$ cat src/logic/vga_bus_pkg.sv
`default_nettype none

package vga_bus_pkg;

  typedef logic [31:0] bus_adr_t;
  typedef logic [31:0] bus_dat_t;
  typedef logic [3:0]  bus_sel_t;
  typedef logic [9:0]  reg_adr_t; // word address on the slave port.

  typedef struct packed {
    logic     cyc;
    logic     stb;
    logic     we;
    bus_sel_t sel;
    reg_adr_t adr;
    bus_dat_t dat;
  } slv_req_t;

  typedef struct packed {
    logic     ack;
    bus_dat_t dat;
  } slv_rsp_t;

  // the master only reads whole words, so we and sel are fixed.
  typedef struct packed {
    logic     cyc;
    logic     stb;
    bus_adr_t adr;
  } mst_req_t;

  typedef struct packed {
    logic     ack;
    bus_dat_t dat;
  } mst_rsp_t;

  // slave address bits 9:8 select the region. Region 1 is unmapped.
  localparam logic [1:0] REG_REGION_PALETTE = 2'd0;
  localparam logic [1:0] REG_REGION_FONT    = 2'd2;
  localparam logic [1:0] REG_REGION_CTRL    = 2'd3;

  localparam logic [7:0] REG_BASE_OFS  = 8'd0;
  localparam logic [7:0] REG_SETUP_OFS = 8'd1;

  localparam bus_adr_t BASE_RESET = 32'hc000_0000;

endpackage

`default_nettype wire

$ cat src/logic/vga_video_pkg.sv
`default_nettype none

package vga_video_pkg;

  typedef logic [9:0]  coord_t;
  typedef logic [7:0]  pix_idx_t;
  typedef logic [23:0] rgb_t; // red in bits 23:16, blue in bits 7:0.

  typedef enum logic [1:0] {
    MODE_NORMAL = 2'd0,
    MODE_DOUBLE = 2'd1
  } video_mode_t;

  typedef struct packed {
    logic     en;
    pix_idx_t idx;
    rgb_t     rgb;
  } pal_wr_t;

  // 640x480 at 60 Hz, both syncs active low.
  localparam int H_ACTIVE = 640;
  localparam int H_FRONT  = 16;
  localparam int H_SYNC   = 96;
  localparam int H_BACK   = 48;
  localparam int V_ACTIVE = 480;
  localparam int V_FRONT  = 10;
  localparam int V_SYNC   = 2;
  localparam int V_BACK   = 33;

  localparam int H_BLANK = H_FRONT + H_SYNC + H_BACK;
  localparam int H_TOTAL = H_BLANK + H_ACTIVE;
  localparam int V_BLANK = V_FRONT + V_SYNC + V_BACK;
  localparam int V_TOTAL = V_BLANK + V_ACTIVE;

  localparam int PIXEL_LATENCY = 2; // cycles from a coordinate to its colour.
  localparam int LINE_WORDS    = H_ACTIVE / 4;

  localparam int FIFO_DEPTH = 8;
  localparam int FIFO_AW    = $clog2(FIFO_DEPTH);

endpackage

`default_nettype wire

$ cat src/logic/vga_pixel_fetch.sv
`default_nettype none

module vga_pixel_fetch (
  input  wire                             clk_i,
  input  wire                             rst_i,
  input  wire vga_bus_pkg::bus_adr_t      base_i,
  input  wire vga_video_pkg::video_mode_t mode_i,
  input  wire                             frame_start_i,
  input  wire vga_video_pkg::coord_t      x_i,
  input  wire vga_video_pkg::coord_t      y_i,
  input  wire                             active_i,
  output vga_bus_pkg::mst_req_t           mst_req_o,
  input  wire vga_bus_pkg::mst_rsp_t      mst_rsp_i,
  output vga_video_pkg::pix_idx_t         pix_idx_o
);
  import vga_bus_pkg::*;
  import vga_video_pkg::*;

  video_mode_t mode_q;
  bus_adr_t    row_adr_q;
  bus_adr_t    adr_q;
  logic [7:0]  word_q;
  logic [8:0]  line_q;
  logic        rep_q;
  logic        done_q;
  logic        cyc_q;
  logic        stale_q;
  logic        dbl;
  logic        last_word;
  logic        issue;
  logic        push;
  logic        pop;
  logic [1:0]  lane;
  bus_dat_t    head;

  bus_dat_t           fifo_mem [FIFO_DEPTH];
  logic [FIFO_AW-1:0] wr_ptr_q;
  logic [FIFO_AW-1:0] rd_ptr_q;
  logic [FIFO_AW:0]   cnt_q;
  logic [FIFO_AW:0]   cnt_next;

  assign dbl       = (mode_q == MODE_DOUBLE);
  assign last_word = dbl ? (word_q == 8'(LINE_WORDS / 2 - 1)) : (word_q == 8'(LINE_WORDS - 1));

  // an ack that was pending across frame start belongs to the old frame.
  assign push     = mst_rsp_i.ack && !stale_q && !frame_start_i;
  assign pop      = active_i && (dbl ? (x_i[2:0] == 3'd7) : (x_i[1:0] == 2'd3)) && (cnt_q != '0);
  assign cnt_next = cnt_q + (FIFO_AW + 1)'(push) - (FIFO_AW + 1)'(pop);
  assign issue    = !done_q && !frame_start_i && (!cyc_q || mst_rsp_i.ack) &&
                    (cnt_next < FIFO_DEPTH);

  always_ff @(posedge clk_i or posedge rst_i) begin
    if (rst_i) begin
      mode_q  <= MODE_NORMAL;
      done_q  <= 1'b1;
      cyc_q   <= 1'b0;
      stale_q <= 1'b0;
      word_q  <= '0;
      line_q  <= '0;
      rep_q   <= 1'b0;
    end else begin
      cyc_q <= issue || (cyc_q && !mst_rsp_i.ack);
      if (frame_start_i) begin
        mode_q  <= mode_i;
        done_q  <= 1'b0;
        stale_q <= cyc_q && !mst_rsp_i.ack;
        word_q  <= '0;
        line_q  <= '0;
        rep_q   <= 1'b0;
      end else begin
        if (mst_rsp_i.ack)
          stale_q <= 1'b0;
        if (issue && last_word) begin
          word_q <= '0;
          line_q <= line_q + 9'd1;
          rep_q  <= dbl && !rep_q; // double mode fetches every row twice.
          if (line_q == 9'(V_ACTIVE - 1))
            done_q <= 1'b1;
        end else if (issue) begin
          word_q <= word_q + 8'd1;
        end
      end
    end
  end

  // the frame base is used word aligned.
  always_ff @(posedge clk_i) begin
    if (frame_start_i)
      row_adr_q <= {base_i[31:2], 2'b00};
    else if (issue && last_word && (!dbl || rep_q))
      row_adr_q <= row_adr_q + (dbl ? bus_adr_t'(H_ACTIVE / 2) : bus_adr_t'(H_ACTIVE));
    if (issue)
      adr_q <= row_adr_q + bus_adr_t'({word_q, 2'b00});
  end

  assign mst_req_o = '{cyc: cyc_q, stb: cyc_q, adr: adr_q};

  always_ff @(posedge clk_i) begin
    if (push)
      fifo_mem[wr_ptr_q] <= mst_rsp_i.dat;
  end

  always_ff @(posedge clk_i or posedge rst_i) begin
    if (rst_i) begin
      wr_ptr_q <= '0;
      rd_ptr_q <= '0;
      cnt_q    <= '0;
    end else if (frame_start_i) begin
      wr_ptr_q <= '0;
      rd_ptr_q <= '0;
      cnt_q    <= '0;
    end else begin
      if (push)
        wr_ptr_q <= wr_ptr_q + 1'b1;
      if (pop)
        rd_ptr_q <= rd_ptr_q + 1'b1;
      cnt_q <= cnt_next;
    end
  end

  assign head = fifo_mem[rd_ptr_q];
  assign lane = dbl ? x_i[2:1] : x_i[1:0]; // byte 0 sits in bits 7:0.

  always_ff @(posedge clk_i) begin
    pix_idx_o <= head[{lane, 3'b000} +: 8];
  end

  a_no_underflow: assert property (@(posedge clk_i) disable iff (rst_i)
    active_i |-> (cnt_q != '0))
    else $error("pixel FIFO empty at x=%0d y=%0d", x_i, y_i);

  // the last pixel of the frame consumes exactly the last fetched word.
  a_frame_drained: assert property (@(posedge clk_i) disable iff (rst_i)
    (active_i && (x_i == coord_t'(H_ACTIVE - 1)) && (y_i == coord_t'(V_ACTIVE - 1)))
    |-> (done_q && !cyc_q && (cnt_q == 1)))
    else $error("fetch and display out of step at frame end");

endmodule

`default_nettype wire

$ cat config.mk
export PLATFORM = sky130hd
export DESIGN_NAME = vga_pixel_fetch
export DESIGN_NICKNAME = d
export VERILOG_FILES = /design/src/logic/vga_bus_pkg.sv /design/src/logic/vga_video_pkg.sv /design/src/logic/vga_pixel_fetch.sv
export SDC_FILE = /design/constraint.sdc
export NUM_CORES = 1
export LEC_CHECK = 0
export BUFFER_PORTS_ARGS = -buffer_cell sky130_fd_sc_hd__buf_2
export CORE_AREA = 2 2 154 156
export CTS_BUF_LIST = sky130_fd_sc_hd__clkbuf_8
export CTS_CLUSTER_DIAMETER = 80
export CTS_CLUSTER_SIZE = 25
export DETAILED_ROUTE_END_ITERATION = 12
export DIE_AREA = 0 0 156 158
export GPL_TIMING_DRIVEN = 0
export PLACE_DENSITY = 0.87
export SYNTH_ARGS = -nofsm -noshare
export SYNTH_HDL_FRONTEND = slang
export SYNTH_SLANG_ARGS = --single-unit
$ cat constraint.sdc
create_clock -name clk_i -period 13.8 [get_ports clk_i]
set_input_delay 0 -clock clk_i [delete_from_list [all_inputs] [get_ports clk_i]]
set_output_delay 0 -clock clk_i [all_outputs]
set_load 0.1 [all_outputs]
# Yosys cells after proc, flatten, opt, wreduce, memory -nomap -nowiden

Memory sizes are Yosys's and may differ from the RTL's.
Index checks and enable logic that the tools add are counted.

Word-level logic and storage cells: 86
Bits in registers: 105
Bits of input ports: 91
Bits in writable memories: 256
Output and inout port bits: 42
Memories: 1

Memory list:

| memory   | depth | width | read ports | clocked after Yosys merged registers in | wr ports | RTL line              | RTL |
|---|---|---|---|---|---|---|---|
| fifo_mem | 8     | 32    | 1          | 0                                       | 1        | vga_pixel_fetch.sv:36 | `bus_dat_t fifo_mem [FIFO_DEPTH];` |

Add/sub/neg operators: 8
Shifts and indexed selects: 1
Eq/ne operators: 6
Reduce and logical (&&, ||, !) cells: 30
$lt $le $gt $ge: 1
Mux-type cells: 25

Operators by type and width:

| cell                  | count |
|---|---|
| $add A32 B10 Y32      | 2 |
| $mux W32              | 2 |
| $shiftx A32 B6 Y8     | 1 |
| $mux W8               | 3 |
| $mux W9               | 2 |
| $mux W3               | 4 |
| $reduce_bool A2 Y1    | 6 |
| $logic_and A1 B1 Y1   | 11 |
| $mux W1               | 11 |
| $mux W10              | 1 |
| $add A9 B1 Y9 const B | 1 |
| $eq A9 B9 Y1 const B  | 1 |
| $add A8 B1 Y8 const B | 1 |
| $eq A8 B7 Y1 const B  | 1 |
| $eq A8 B8 Y1 const B  | 1 |
| $logic_not A1 Y1      | 7 |
| $add A3 B1 Y3 const B | 2 |
| $add A4 B1 Y4         | 1 |
| $lt A4 B4 Y1 const B  | 1 |
| $mux W4               | 1 |
| $reduce_bool A4 Y1    | 1 |
| $sub A4 B1 Y4         | 1 |
| $eq A3 B3 Y1 const B  | 1 |
| $logic_or A1 B1 Y1    | 3 |
| other kinds (5)       | 5 |

# Depth between registers and ports, before layout

Gate-level depths: netlist of run 1.

Word-level depth: 11
Gate-level depth with buffers: 14
Depth with buffers taken out: 12

# Worst setup path before layout of run 1

No wires, ideal clock.

Path kind: flip-flop to flip-flop
Start: reg mode_q[0]
End: reg row_adr_q[10] (enable)
Setup slack: 8.525 ns
Arrival: 4.826 ns
Path buffers: 4
Required time: 13.351 ns
Period minus slack after synthesis: 5.275 ns
Cell stages (with the launch flop): 14
Library setup time: 0.449 ns
Path through: dfrtp_1 > nor2b_1 > buf_4 > a221oi_1 > ha_1 > inv_1 > ha_1 > nand3_1 > and3_1 > or3_1 > clkbuf_1 > buf_2 > buf_2 > o31ai_1

Word-level cells in the longest chain between the ends: 10
Elaborated cells between the ends (all ways): 13
Classes of those cells: 1 x add/sub; 1 x order compare; 1 x eq/ne; 2 x mux; 8 x reduce/logical

RTL lines:

| item                                    | RTL line              | RTL |
|---|---|---|
| from (decl)                             | vga_pixel_fetch.sv:19 | `video_mode_t mode_q;` |
| from (signal assigned)                  | vga_pixel_fetch.sv:64 | `mode_q <= mode_i;` |
| $eq A2 B1 Y1 (*)                        | vga_pixel_fetch.sv:42 | `assign dbl = (mode_q == MODE_DOUBLE);` |
| $mux W1                                 | vga_pixel_fetch.sv:47 | `assign pop = active_i && (dbl ? (x_i[2:0] == 3'd7) : (x_i[1:0] == 2'd3)) && (cnt_q != '0);` |
| $logic_and A1 B1 Y1 (2 in series)       | vga_pixel_fetch.sv:47 |  |
| $sub A4 B1 Y4                           | vga_pixel_fetch.sv:48 | `assign cnt_next = cnt_q + (FIFO_AW + 1)'(push) - (FIFO_AW + 1)'(pop);` |
| $lt A4 B4 Y1                            | vga_pixel_fetch.sv:50 | `(cnt_next < FIFO_DEPTH);` |
| $logic_and A1 B1 Y1                     | vga_pixel_fetch.sv:49 | `assign issue = !done_q && !frame_start_i && (!cyc_q \|\| mst_rsp_i.ack) &&` |
| $logic_and A1 B1 Y1                     | vga_pixel_fetch.sv:90 | `else if (issue && last_word && (!dbl \|\| rep_q))` |
| $logic_and A1 B1 Y1 (*)                 | vga_pixel_fetch.sv:90 |  |
| $reduce_bool A2 Y1 (no source line) (*) | n/a                   |  |
| to (signal assigned)                    | vga_pixel_fetch.sv:89 | `row_adr_q <= {base_i[31:2], 2'b00};` |
| to (signal assigned)                    | vga_pixel_fetch.sv:91 | `row_adr_q <= row_adr_q + (dbl ? bus_adr_t'(H_ACTIVE / 2) : bus_adr_t'(H_ACTIVE));` |
| to (decl)                               | vga_pixel_fetch.sv:20 | `bus_adr_t row_adr_q;` |

Every way passes the cells marked *; elsewhere a longest branch is shown, timed or not.
A chain may end at the register's enable or synchronous reset.

# Worst setup path after layout of run 1

Start: reg mode_q[0]
End: reg line_q[7]

Word-level cells in the longest chain between the ends: 9
Elaborated cells between the ends (all ways): 10
Classes of those cells: 1 x add/sub; 1 x order compare; 1 x eq/ne; 2 x mux; 5 x reduce/logical

RTL lines:

| item                                | RTL line              | RTL |
|---|---|---|
| $eq A2 B1 Y1                        | vga_pixel_fetch.sv:42 |  |
| $mux W1                             | vga_pixel_fetch.sv:47 |  |
| $logic_and A1 B1 Y1 (2 in series)   | vga_pixel_fetch.sv:47 |  |
| $sub A4 B1 Y4                       | vga_pixel_fetch.sv:48 |  |
| $lt A4 B4 Y1                        | vga_pixel_fetch.sv:50 |  |
| $logic_and A1 B1 Y1                 | vga_pixel_fetch.sv:49 |  |
| net issue                           | vga_pixel_fetch.sv:30 | `logic issue;` |
| $logic_and A1 B1 Y1                 | vga_pixel_fetch.sv:73 | `if (issue && last_word) begin` |
| $reduce_bool A2 Y1 (no source line) | n/a                   |  |
| to (signal assigned)                | vga_pixel_fetch.sv:75 | `line_q <= line_q + 9'd1;` |
| to (decl)                           | vga_pixel_fetch.sv:23 | `logic [8:0] line_q;` |

The timed path passes the listed nets, and every way through them passes these cells.

==> results of run 1 <==
[cells in the mapped netlist, types with 6 or more instances]
| cell type | n | area share, % |
|---|---|---|
| mux4_2 | 80 | 12 |
| xnor2_1 | 37 | 2.1 |
| inv_1 | 23 | 0.57 |
| buf_1 | 7 | 0.17 |
| edfxtp_1 | 316 | 62 |
| xor2_1 | 16 | 0.92 |
| nand2_1 | 61 | 1.5 |
| nor2_1 | 41 | 1.0 |
| and2_1 | 6 | 0.25 |
| o21ai_0 | 27 | 0.89 |
| dfxtp_1 | 8 | 1.1 |
| o21ai_1 | 14 | 0.46 |
| a211oi_1 | 7 | 0.34 |
| nand4_1 | 14 | 0.57 |
| ha_1 | 21 | 1.7 |
| buf_4 | 10 | 0.49 |
| or3_1 | 7 | 0.29 |
| mux2_2 | 11 | 0.81 |
| dfrtp_1 | 32 | 5.3 |
| a21oi_1 | 23 | 0.76 |
| nor2b_1 | 7 | 0.29 |
| nand3_1 | 20 | 0.66 |
| buf_2 | 10 | 0.33 |
| clkbuf_1 | 21 | 0.52 |
| nor3_1 | 9 | 0.30 |
| or4_1 | 10 | 0.49 |
[placed cells by master, fill, tap and decap left out, types with 5 or more instances in the layout]
cell	synthesis	layout
nor3_1	9	7
nor2_4	0	6
o21ai_0	27	27
and2_1	6	6
buf_1	7	7
dlygate4sd3_1	0	67
nor2b_1	7	7
clkbuf_8	0	20
nor2_1	41	35
clkbuf_1	21	21
edfxtp_1	316	316
xor2_1	16	16
xnor2_1	37	37
or3_1	7	7
nand4_1	14	14
ha_1	21	21
buf_2	10	121
o21ai_1	14	14
dfrtp_1	32	32
buf_4	10	11
dfxtp_1	8	8
or4_1	10	10
inv_1	23	31
a21oi_1	23	23
buf_6	1	5
nand2_1	61	61
mux4_2	80	80
a211oi_1	7	7
o211ai_1	5	5
mux2i_1	5	5
nand3_1	20	20
mux2_2	11	11
[sequential cells by signal, indices dropped and copies added, names as in the netlist]
signal and count:
word_q 8, mode_q 2, cyc_q 1, adr_q 30
rep_q 1, done_q 1, pix_idx_o 8, stale_q 1
wr_ptr_q 3, rd_ptr_q 3, cnt_q 4, row_adr_q 30
fifo_mem 256, line_q 9
[tightest hold or removal path, delay by kind of cell]
kind	cells	cell delay, ns
buf+inv	1	0.10
simple gates	2	0.16
compound gates	1	0.13
mux	1	0.17
[what timing repair did]
item | 4_1_cts | 5_1_grt
endpoints found under the setup margin | 0 | 0
hold endpoints to repair | 330 | 0
hold buffers | 67 | 0
[layer usage]
metal  part of all wire [%]  global-route usage (%)  wire, um
met1                     37                    37.8     13000
met2                     52                    51.9     18200
met3                    8.2                    4.65      2870
met4                    2.6                    8.96       915
met5                      0                       0         0
[kinds of logic (layout without fill, tap and decap cells)]
kind of cell	count (synthesis)	in the layout	share of synthesized area [%]
compound gates	104	104	4.25
xor+xnor	53	53	3.05
fa+ha+maj	24	24	2.12
buf+inv	74	298	2.20
flops	357	357	68.8
mux	97	97	13.0
other cells	1	2	0.0246
simple gates	198	198	6.56
[layout make-up]
type,instances,area [sq um]
Inverter,25,93.8
Clock inverter,12,55.1
Timing Repair Buffer,192,1470
Multi-Input combinational cell,478,4500
Buffer,49,241
Sequential cell,357,10500
Tap cell,290,363
Fill cell,1280,5580
Clock buffer,20,275
[stage by stage]
stage	hold slack, ns	cells	cell area [sq um]
3_3_place_gp	0.197	1310	16200
5_1_grt	0.0183	1423	17500
2_1_floorplan	0.0664	909	15200
3_5_place_dp	0.200	1324	16500
6_report	0.0111	1423	17500
4_1_cts	0.0149	1423	17500
[where the power goes]
part	total, uW	leakage, uW	internal (uW)	switching (uW)
logic	664	0.00233	158	506
registers	1300	0.00340	1270	32.3
clock network	448	0.000200	138	310
total	2410	0.00593	1570	849
[worst paths after layout]
kind	startpoint	to	slack (ns)
hold reg to reg	line_q[7]	line_q[7]	0.49
max in group asynchronous	rst_i	rd_ptr_q[1]	13.27
setup reg to reg	mode_q[0]	line_q[7]	9.00
hold / removal	active_i	rd_ptr_q[1]	0.01
setup / recovery	mode_q[0]	line_q[7]	9.00
min in group asynchronous	rst_i	cnt_q[1]	0.07
==> results.md, run 1 <==
- WS Path Type: reg -> reg
- Die X: 156 um
- # clock sinks: 357
- Max Fclk: roughly 210 MHz
- RD Place Congestion: 0.901
- Post-cts gate resize count: 0
- Global Route Usage Sum: 29.3%
- Num CTS Buffers: 18
- Nets: between 1000 and 1500
- GR Overflow Total: 0
- Count of different cell masters after synthesis: 60
- Num rows: 56
- Drt pass-1 iters: 6
- Max-Slew Margin vs Limit: roughly 15%
- CP max stage cell: clkinv_1
- Startpoint types: flop
- Final-report hold violation count: 0
- Maximum Capacitance Violations: 0
- Initial antenna violation count: 0
- Worst R2R Path Depth: 13
- Post-CTS Setup Bufs: 0
- Final TNS setup: 0 ns
- Leak pwr: 0.00593 uW
- Critical path peak fanout: 37
- DRC viols: 0
- Status: complete, no violations
- Mapped Area: approximately 15000 sq um
- CTS tree: built
- Hold path cells: 5
- Dpl ws: roughly 9.0 ns
- Starting Density: around two thirds
- Pins Over Slew Limit: 0
- Crit path depth: 13
- Layout cell share with drive strength beyond 1: about a quarter
- Die H: around 160 um
- Crit-path cells: nor2b_1, buf_4, a221oi_1, ha_1, inv_1, ha_1, nand3_1, a21oi_1, or3_1, clkbuf_1, clkinv_1, nand4_1, mux2i_1
- Vias: 9130
- Synth async-reset ratio: 9.24%
- First-pass GRT wire length: 53100 um
- H-tree depth: 1
- Max rail drop VDD: between 0.1 and 0.15 mV
- Max Clock Skew: roughly 0.025 ns
- Vias in the first global route: slightly above 9000
- Clock Pin Slew Worst Setup and Hold Paths: about 0.15 ns
- RSZ-0062 raised after global routing: no
- CTS max path bufs: 3
- Avg WL per Cell: 24.6 um
- P&R area growth vs syn: 14.7%
- Worst skew pair latency: between 0.5 and 0.6 ns
- Worst path arrival time: roughly 5.3 ns
- DRT antenna net count: 0
- Starting DRT DRC Count: 828
- Dpl hpwl: about 22000 um
- Average size of a mapped cell: about 17 sq um
- Power Total: 2410 uW
- Most frequent CP cell: ha_1
- IO Count: 133
- WL final: roughly 35000 um
- Post-synth top flop: edfxtp_1
- Post-route setup slack: 9.00 ns
- Worst path max stage delay: about 1.1 ns
- Largest net degree at the start of global routing: 38
- Syn. warnings: 0
- Hold WC Path Type: in -> reg
- Antenna cells: 0
- Worst path buffer plus inverter count: 4
- Number of flops mapped to enable cells by yosys: around 320
- Register bit total from synthesis: 357
- Pwr dens: 138 nW/um^2
- Final Core Density: 75.8%
- Endpoint class of the critical path: flop
- Tightest Pin Transition: ~1.2 ns
- Root buffer cell: clkbuf_8
- Worst EP required: around 14 ns
- PortBufs: ~110
- Mapped Cells: 908
- Period utilization: roughly a third
- Vias per cell: between 6 and 7
- Die area: ~25000 sq um
- Cell family with most CP delay: buffers and inverters
- Core outline area: between 20000 and 25000 sq um
- Final setup viols: 0
- Crit path time final: between 4 and 5 ns
- Sequential-to-total area share from yosys stat: between 60% and 70%
Note: power is estimated with default switching activity, not from simulation.
==> inputs of run 2 (changes only) <==
ABC_AREA = 1   (was not set)
CORE_AREA = 2 2 173 175   (was 2 2 154 156)
DIE_AREA = 0 0 175 177   (was 0 0 156 158)
PLACE_DENSITY = 0.78   (was 0.87)
clock period = 4.4 ns   (was 13.8 ns; I/O delays follow)
==> results.md, run 2 <==
- Global Route Usage Sum: 27.1% (-2.1 points)
- Hold WC Path Type: in -> reg
- CTS max path bufs: 3 (unchanged)
- Final setup viols: 0 (unchanged)
- Final-report hold violation count: 0 (unchanged)
- Num CTS Buffers: 19 (+1)
- Tightest Pin Transition: 0.871 ns (-0.370 ns)
- Initial antenna violation count: 0 (unchanged)
- Crit path time final: 3.60 ns (-1.20 ns)
- Core outline area: 29200 sq um (+27%)
- Top cells by count, synth: edfxtp_1 (316), nor2_1 (296), nand2_1 (286), nand3_1 (166), o21ai_0 (139)
- Worst path arrival time: 3.79 ns (-1.53 ns)
- Clock power share: 19.6% (+1.0 points)
- DRT antenna net count: 0 (unchanged)
- Max-Slew Margin vs Limit: 41.8% (+27 points)
- Most common cell after layout, fill and taps aside: edfxtp_1
- PortBufs: 111 (unchanged)
- Biggest regs: fifo_mem (256), adr_q (30), row_adr_q (30)
- Placed cell area: 17400 sq um (+5.8%)
- Reg2reg start: mode_q[1]
- Post-synth top area share: 58.8% (-3.4 points)
- Largest Register: fifo_mem
- Avg WL per Cell: 19.3 um (-21%)
- Antenna cells: 0 (unchanged)
- Dpl ws: 0.709 ns (-8.34 ns)
- Maximum Capacitance Violations: 0 (unchanged)
- H-tree depth: 1 (unchanged)
- Die H: 177 um (+12%)
- DRC viols: 0 (unchanged)
- Max reg flops: 256 (unchanged)
- Combinational share of power: 27.1% (-0.4 points)
- Average size of a mapped cell: 10.3 sq um (-39%)
- Register bit total from synthesis: 357 (unchanged)
- P_int: 4800 uW (+210%)
- Dpl hpwl: 28300 um (+29%)
- Sw Pwr: 2770 uW (+230%)
- Num rows: 63 (+13%)
- Startpoint types: flop
- Post-route setup slack: 0.801 ns (-8.20 ns)
- Critical path peak fanout: 27 (-27%)
- Max Fclk: 278 MHz (+33%)
- WL final: 42200 um (+21%)
- Clock Pin Slew Worst Setup and Hold Paths: 0.14 ns (about the same)
- Leak pwr: 0.00733 uW (+24%)
- Pins Over Slew Limit: 0 (unchanged)
- Post-CTS Setup Bufs: 0 (unchanged)
- Main area contributors after synthesis: edfxtp_1 (59%), nor2_1 (6.9%), nand2_1 (6.7%), nand3_1 (5.2%), dfrtp_1 (5.0%)
- P&R area growth vs syn: 15.0%
- Vias in the first global route: 11800 (+30%)
- Status: complete, no violations
- Syn. warnings: 0 (unchanged)
- Final TNS setup: 0 ns (unchanged)
- Count of different cell masters after synthesis: 46 (-23%)
- Largest area contributor in the netlist: edfxtp_1
- Period utilization: 81.8% (+47 points)
- Drt pass-1 iters: 6 (unchanged)
- RD Place Congestion: 0.925 (+2.7%)
- Flop pwr share: 53.3% (-0.6 points)
- Layout cell share with drive strength beyond 1: 12.3% (-12 points)
- Finished layout cell area: 18500 sq um (+6.2%)
- Post-synth top flop: edfxtp_1
- Synth async-reset ratio: 9.24% (unchanged)
- Crit path from: mode_q[1]
- Mapped Cells: 1566 (+72%)
- Die area: 31000 sq um (+26%)
- WS Path Type: reg -> reg
- Root buffer cell: clkbuf_8
- CTS tree: built
- Worst skew pair latency: 0.61 ns (+0.02 ns)
- Nets: 1897 (+53%)
- Endpoint class of the critical path: flop
- Pwr dens: 408 nW/um^2 (+200%)
- Largest net degree at the start of global routing: 36 (-5.3%)
- Sequential-to-total area share from yosys stat: 65.0% (-3.8 points)
- Count leader, synth: edfxtp_1
- First-pass GRT wire length: 64200 um (+21%)
- GR Overflow Total: 0 (unchanged)
- Max rail drop VDD: 0.294 mV (+120%)
- Number of flops mapped to enable cells by yosys: 316 (unchanged)
- Sw frac: 36.6% (+1.4 points)
- Starting Density: 55.1% (-11 points)
- Die X: 175 um (+12%)
- Vias: 12300 (+35%)
- # clock sinks: 357 (unchanged)
- Max Clock Skew: 0.0506 ns (+0.0254 ns)
- Most frequent cells in the layout: edfxtp_1 (316), nor2_1 (288), nand2_1 (286), nand3_1 (166), o21ai_0 (139)
- Worst EP required: 4.60 ns (-9.71 ns)
- RSZ-0062 raised after global routing: no
- HP Start: mst_rsp_i[32]
- Mapped Area: 16100 sq um (+5.8%)
- Vias per cell: 5.65 (-12%)
- Starting DRT DRC Count: 1448 (+75%)
- IO Count: 133 (unchanged)
- Layout filler cell count: 2212 (+73%)
-- run 2: path summary, 6_finish.rpt --
path                            depth (start not counted)  slack, ns       endpoint
worst min register to register                          2       0.49         done_q
min in group asynchronous                               4       0.44       cnt_q[2]
worst max register to register                         15       0.80  row_adr_q[15]
max in group asynchronous                               5       3.44         done_q
worst min-delay path                                    3       0.18        stale_q
worst max-delay path                                   15       0.80  row_adr_q[15]
-- run 2: kinds of logic after synthesis --
| family | share of synthesized area, % |
|---|---|
| AO/OA/AOI/OAI | 6.25 |
| XOR/XNOR | 1.36 |
| adder cells (fa/ha/maj) | 2.00 |
| buffers and inverters | 4.57 |
| flip-flops | 65.0 |
| other | 0.0233 |
| AND/OR/NAND/NOR | 20.8 |
-- run 2: layout make-up --
type,instances,area (sq um),area share [%]
clock inverter,15,90.1,0.486
buffer,67,332,1.79
tap,390,488,2.63
inverter,108,405,2.19
timing repair buffer,194,1510,8.14
sequential,357,10500,56.5
clock buffer,19,262,1.41
multi-input combinational,1035,4980,26.9
-- run 2: routing by layer --
layer  GRT usage, %  vias to the layer above  routed length [um]
met1           35.2                     5753               15900
li1               -                     5743                   -
met4           9.93                        0                1690
met3           3.91                      119                4250
met5              0                        -                   0
met2           46.8                      726               20300
-- run 2: per-stage QoR --
step	util [%]	std cells	total power, uW	hold WS, ns
finish	63.4	2185	7570	0.182
global route	63.4	2185	7800	0.194
CTS	63.2	2182	7510	0.160
detailed placement	59.5	2076	6060	0.239
global placement	58.7	2068	6010	0.225
floorplan	-	1567	5620	0.0724
-- run 2: worst max-delay path: stages (launching register included) --
cell	delay, ns
dfrtp_1	0.39
inv_1	0.10
nand2_2	0.16
or2_2	0.34
nand3_1	0.13
inv_1	0.12
ha_1	0.29
inv_1	0.04
ha_1	0.22
nand2_1	0.08
nand2_1	0.05
nand3_1	0.13
nand3_4	0.18
nor2_8	0.18
nor2_2	0.10
nor2_4	0.70
-- run 2: power groups by stage --
stage               clock [uW]  sequential [uW]  combinational [uW]
floorplan                    0             4930                 687
global placement             0             4110                1900
detailed placement           0             4110                1950
CTS                       1460             4030                2010
global route              1580             4050                2170
finish                    1480             4030                2050
-- run 2: timing repair --
action                                 CTS  global route
endpoints found under the hold margin  345            11
gates resized for setup                  0             0
hold buffers                            72             1
==> inputs of run 3 (changes only) <==
ABC_AREA = 0   (was 1)
CORE_AREA = 2 2 168 170   (was 2 2 173 175)
DIE_AREA = 0 0 170 172   (was 0 0 175 177)
clock period = 3.13 ns   (was 4.4 ns; I/O delays follow)
==> results.md, run 3 (synthesized netlist as in run 1, its figures left out) <==
- Global Route Usage Sum: 23.9% (-3.2 points)
- Most frequent CP cell: buf_12
- Biggest regs: fifo_mem (256), adr_q (30), row_adr_q (30)
- Largest net degree at the start of global routing: 38 (+5.6%)
- RD Place Congestion: 0.880 (-4.9%)
- Nets: 1247 (-34%)
- CTS tree: built
- Clock Pin Slew Worst Setup and Hold Paths: 0.15 ns (about the same)
- Hold WC Path Type: in -> async
- Layout cell share with drive strength beyond 1: 27.5% (+15 points)
- Vias: 9039 (-27%)
- # clock sinks: 357 (unchanged)
- Num rows: 61 (-3.2%)
- Num CTS Buffers: 19 (unchanged)
- Most common cell after layout, fill and taps aside: edfxtp_1
- Flop pwr share: 52.1% (-1.2 points)
- Cell family with most CP delay: simple AND/OR/NAND/NOR gates
- Max-Slew Margin vs Limit: 32.9% (-8.9 points)
- First-pass GRT wire length: 51900 um (-19%)
- Reg2reg start: mode_q[0]
- Vias per cell: 6.07 (+7.5%)
- Sw frac: 35.5% (-1.1 points)
- Tightest Pin Transition: 1.01 ns (+0.136 ns)
- Crit-path cells: nor2b_4, buf_6, a221oi_4, ha_2, inv_2, ha_4, nand3_4, and3_4, or3_4, buf_12, o31ai_4, buf_4, buf_12
- Core outline area: 27500 sq um (-6.0%)
- GR Overflow Total: 0 (unchanged)
- CP max stage cell: dfrtp_1
- Starting Density: 55.5% (+0.31 points)
- WS Path Type: reg -> reg
- Status: complete, no violations
- Maximum Capacitance Violations: 0 (unchanged)
- PortBufs: 111 (unchanged)
- Vias in the first global route: 9008 (-24%)
- Startpoint types: flop
- Final TNS setup: 0 ns (unchanged)
- Initial antenna violation count: 1 (+1)
- Max Fclk: 327 MHz (+18%)
- DRC viols: 0 (unchanged)
- Die area: 29200 sq um (-5.6%)
- Worst path max stage delay: 0.41 ns (-0.29 ns)
- Worst R2R End: row_adr_q[23]
- Reg2Reg Setup Slack: 0.08 ns (-0.72 ns)
- Worst skew pair latency: 0.59 ns (-0.02 ns)
- Setup crit end: row_adr_q[23]
- Max Clock Skew: 0.0274 ns (-0.0232 ns)
- Largest Register: fifo_mem
- Final-report hold violation count: 0 (unchanged)
- Fin Hold WS: 0.0659 ns (-0.116 ns)
- IO Count: 133 (unchanged)
- Worst path buffer plus inverter count: 5 (+2)
- WL final: 34900 um (-17%)
- Die X: 170 um (-2.9%)
- Root buffer cell: clkbuf_8
- H-tree depth: 1 (unchanged)
- Max rail drop VDD: 0.567 mV (+93%)
- Crit path time final: 3.05 ns (-0.545 ns)
- Pins Over Slew Limit: 0 (unchanged)
- DRT antenna net count: 0 (unchanged)
- Starting DRT DRC Count: 974 (-33%)
- Combinational share of power: 29.3% (+2.2 points)
- Crit path from: mode_q[0]
- Crit path depth: 13 (-2)
- Critical path peak fanout: 10 (-63%)
- Worst R2R Path Depth: 13 (-2)
- P&R area growth vs syn: 17.6%
- Placed Cells: 1376 (-34%)
- Worst path arrival time: 3.36 ns (-0.43 ns)
- Endpoint class of the critical path: flop
- P_int: 7080 uW (+48%)
- Final setup viols: 0 (unchanged)
- Sw Pwr: 3890 uW (+41%)
- Drt pass-1 iters: 5 (-1)
- Dpl hpwl: 21600 um (-24%)
- CTS max path bufs: 3 (unchanged)
- Pwr dens: 612 nW/um^2 (+50%)
- Final Core Density: 65.2% (+1.8 points)
- Max reg flops: 256 (unchanged)
- Avg WL per Cell: 23.5 um (+22%)
- Layout Cells excl Fill: 1489 (-32%)
- Die H: 172 um (-2.8%)
- Clock power share: 18.6% (-1.0 points)
- Period utilization: 97.6% (+16 points)
- Layout filler cell count: 1833 (-17%)
- Most frequent cells in the layout: edfxtp_1 (316), buf_2 (120), mux4_2 (80), dlygate4sd3_1 (67), nand2_1 (61)
- Worst EP required: 3.43 ns (-1.17 ns)
- Leak pwr: 0.00603 uW (-18%)
==> run 3: final cells by class <==
type                            instances  area (sq um)  area share (%)
Clock inverter                         12          81.3           0.454
Inverter                               25           101           0.566
Buffer                                 47           269            1.50
Tap cell                              346           433            2.42
Timing Repair Buffer                  203          1660            9.26
Antenna cell                            1          2.50          0.0140
Multi-Input combinational cell        479          4640            25.9
Clock buffer                           19           262            1.46
Sequential cell                       357         10500            58.5
==> run 3: worst min-delay path by stage <==
stage	start	to	slack [ns]	cells after the start
detailed placement	mst_rsp_i[32]	stale_q	0.20	2
global placement	mst_rsp_i[32]	stale_q	0.19	2
global route	rst_i	cnt_q[3]	0.12	3
floorplan	mst_rsp_i[32]	stale_q	0.07	1
CTS	x_i[2]	rd_ptr_q[0]	0.02	6
finish	rst_i	cnt_q[3]	0.07	3
==> run 3: routing by layer <==
metal	up-vias	track usage (%)	part of all wire, %
li1	3989	-	-
met1	4541	32.0	39
met2	445	41.4	50
met3	64	3.69	8.1
met4	0	6.80	2.5
met5	-	0	0
==> run 3: worst reg2reg max path: cells and delay by family (launching register included) <==
family / cells / cell delay (ns)
simple gates: 4 / 0.75
compound gates: 2 / 0.51
flops: 1 / 0.41
buf+inv: 5 / 0.62
fa+ha+maj: 2 / 0.49
==> run 3: power groups by stage <==
stage | clock network, uW | logic, uW | registers (uW)
final | 2040 | 3220 | 5720
after global routing | 2200 | 3370 | 5750
after CTS | 2060 | 3040 | 5720
after floorplan | 0 | 1090 | 7060
after detailed placement | 0 | 2940 | 5840
after global placement | 0 | 2860 | 5820
==> run 3: metrics by stage <==
step           cell area (sq um)  setup WS, ns  power [uW]
4_1_cts                    17800       -0.0132       10800
2_1_floorplan              15300        -0.462        8150
3_3_place_gp               16300         -1.16        8680
5_1_grt                    17900      -0.00104       11300
3_5_place_dp               16600         -1.11        8780
6_report                   17900        0.0764       11000
==> run 3: what timing repair did <==
item / in CTS / in global routing
resized for setup: 13 / 24
cloned: 2 / 2
pin swaps: 5 / 7
hold buffers: 67 / 0
setup endpoints to repair: 70 / 55
hold endpoints to repair: 330 / 0
setup buffers: 8 / 4
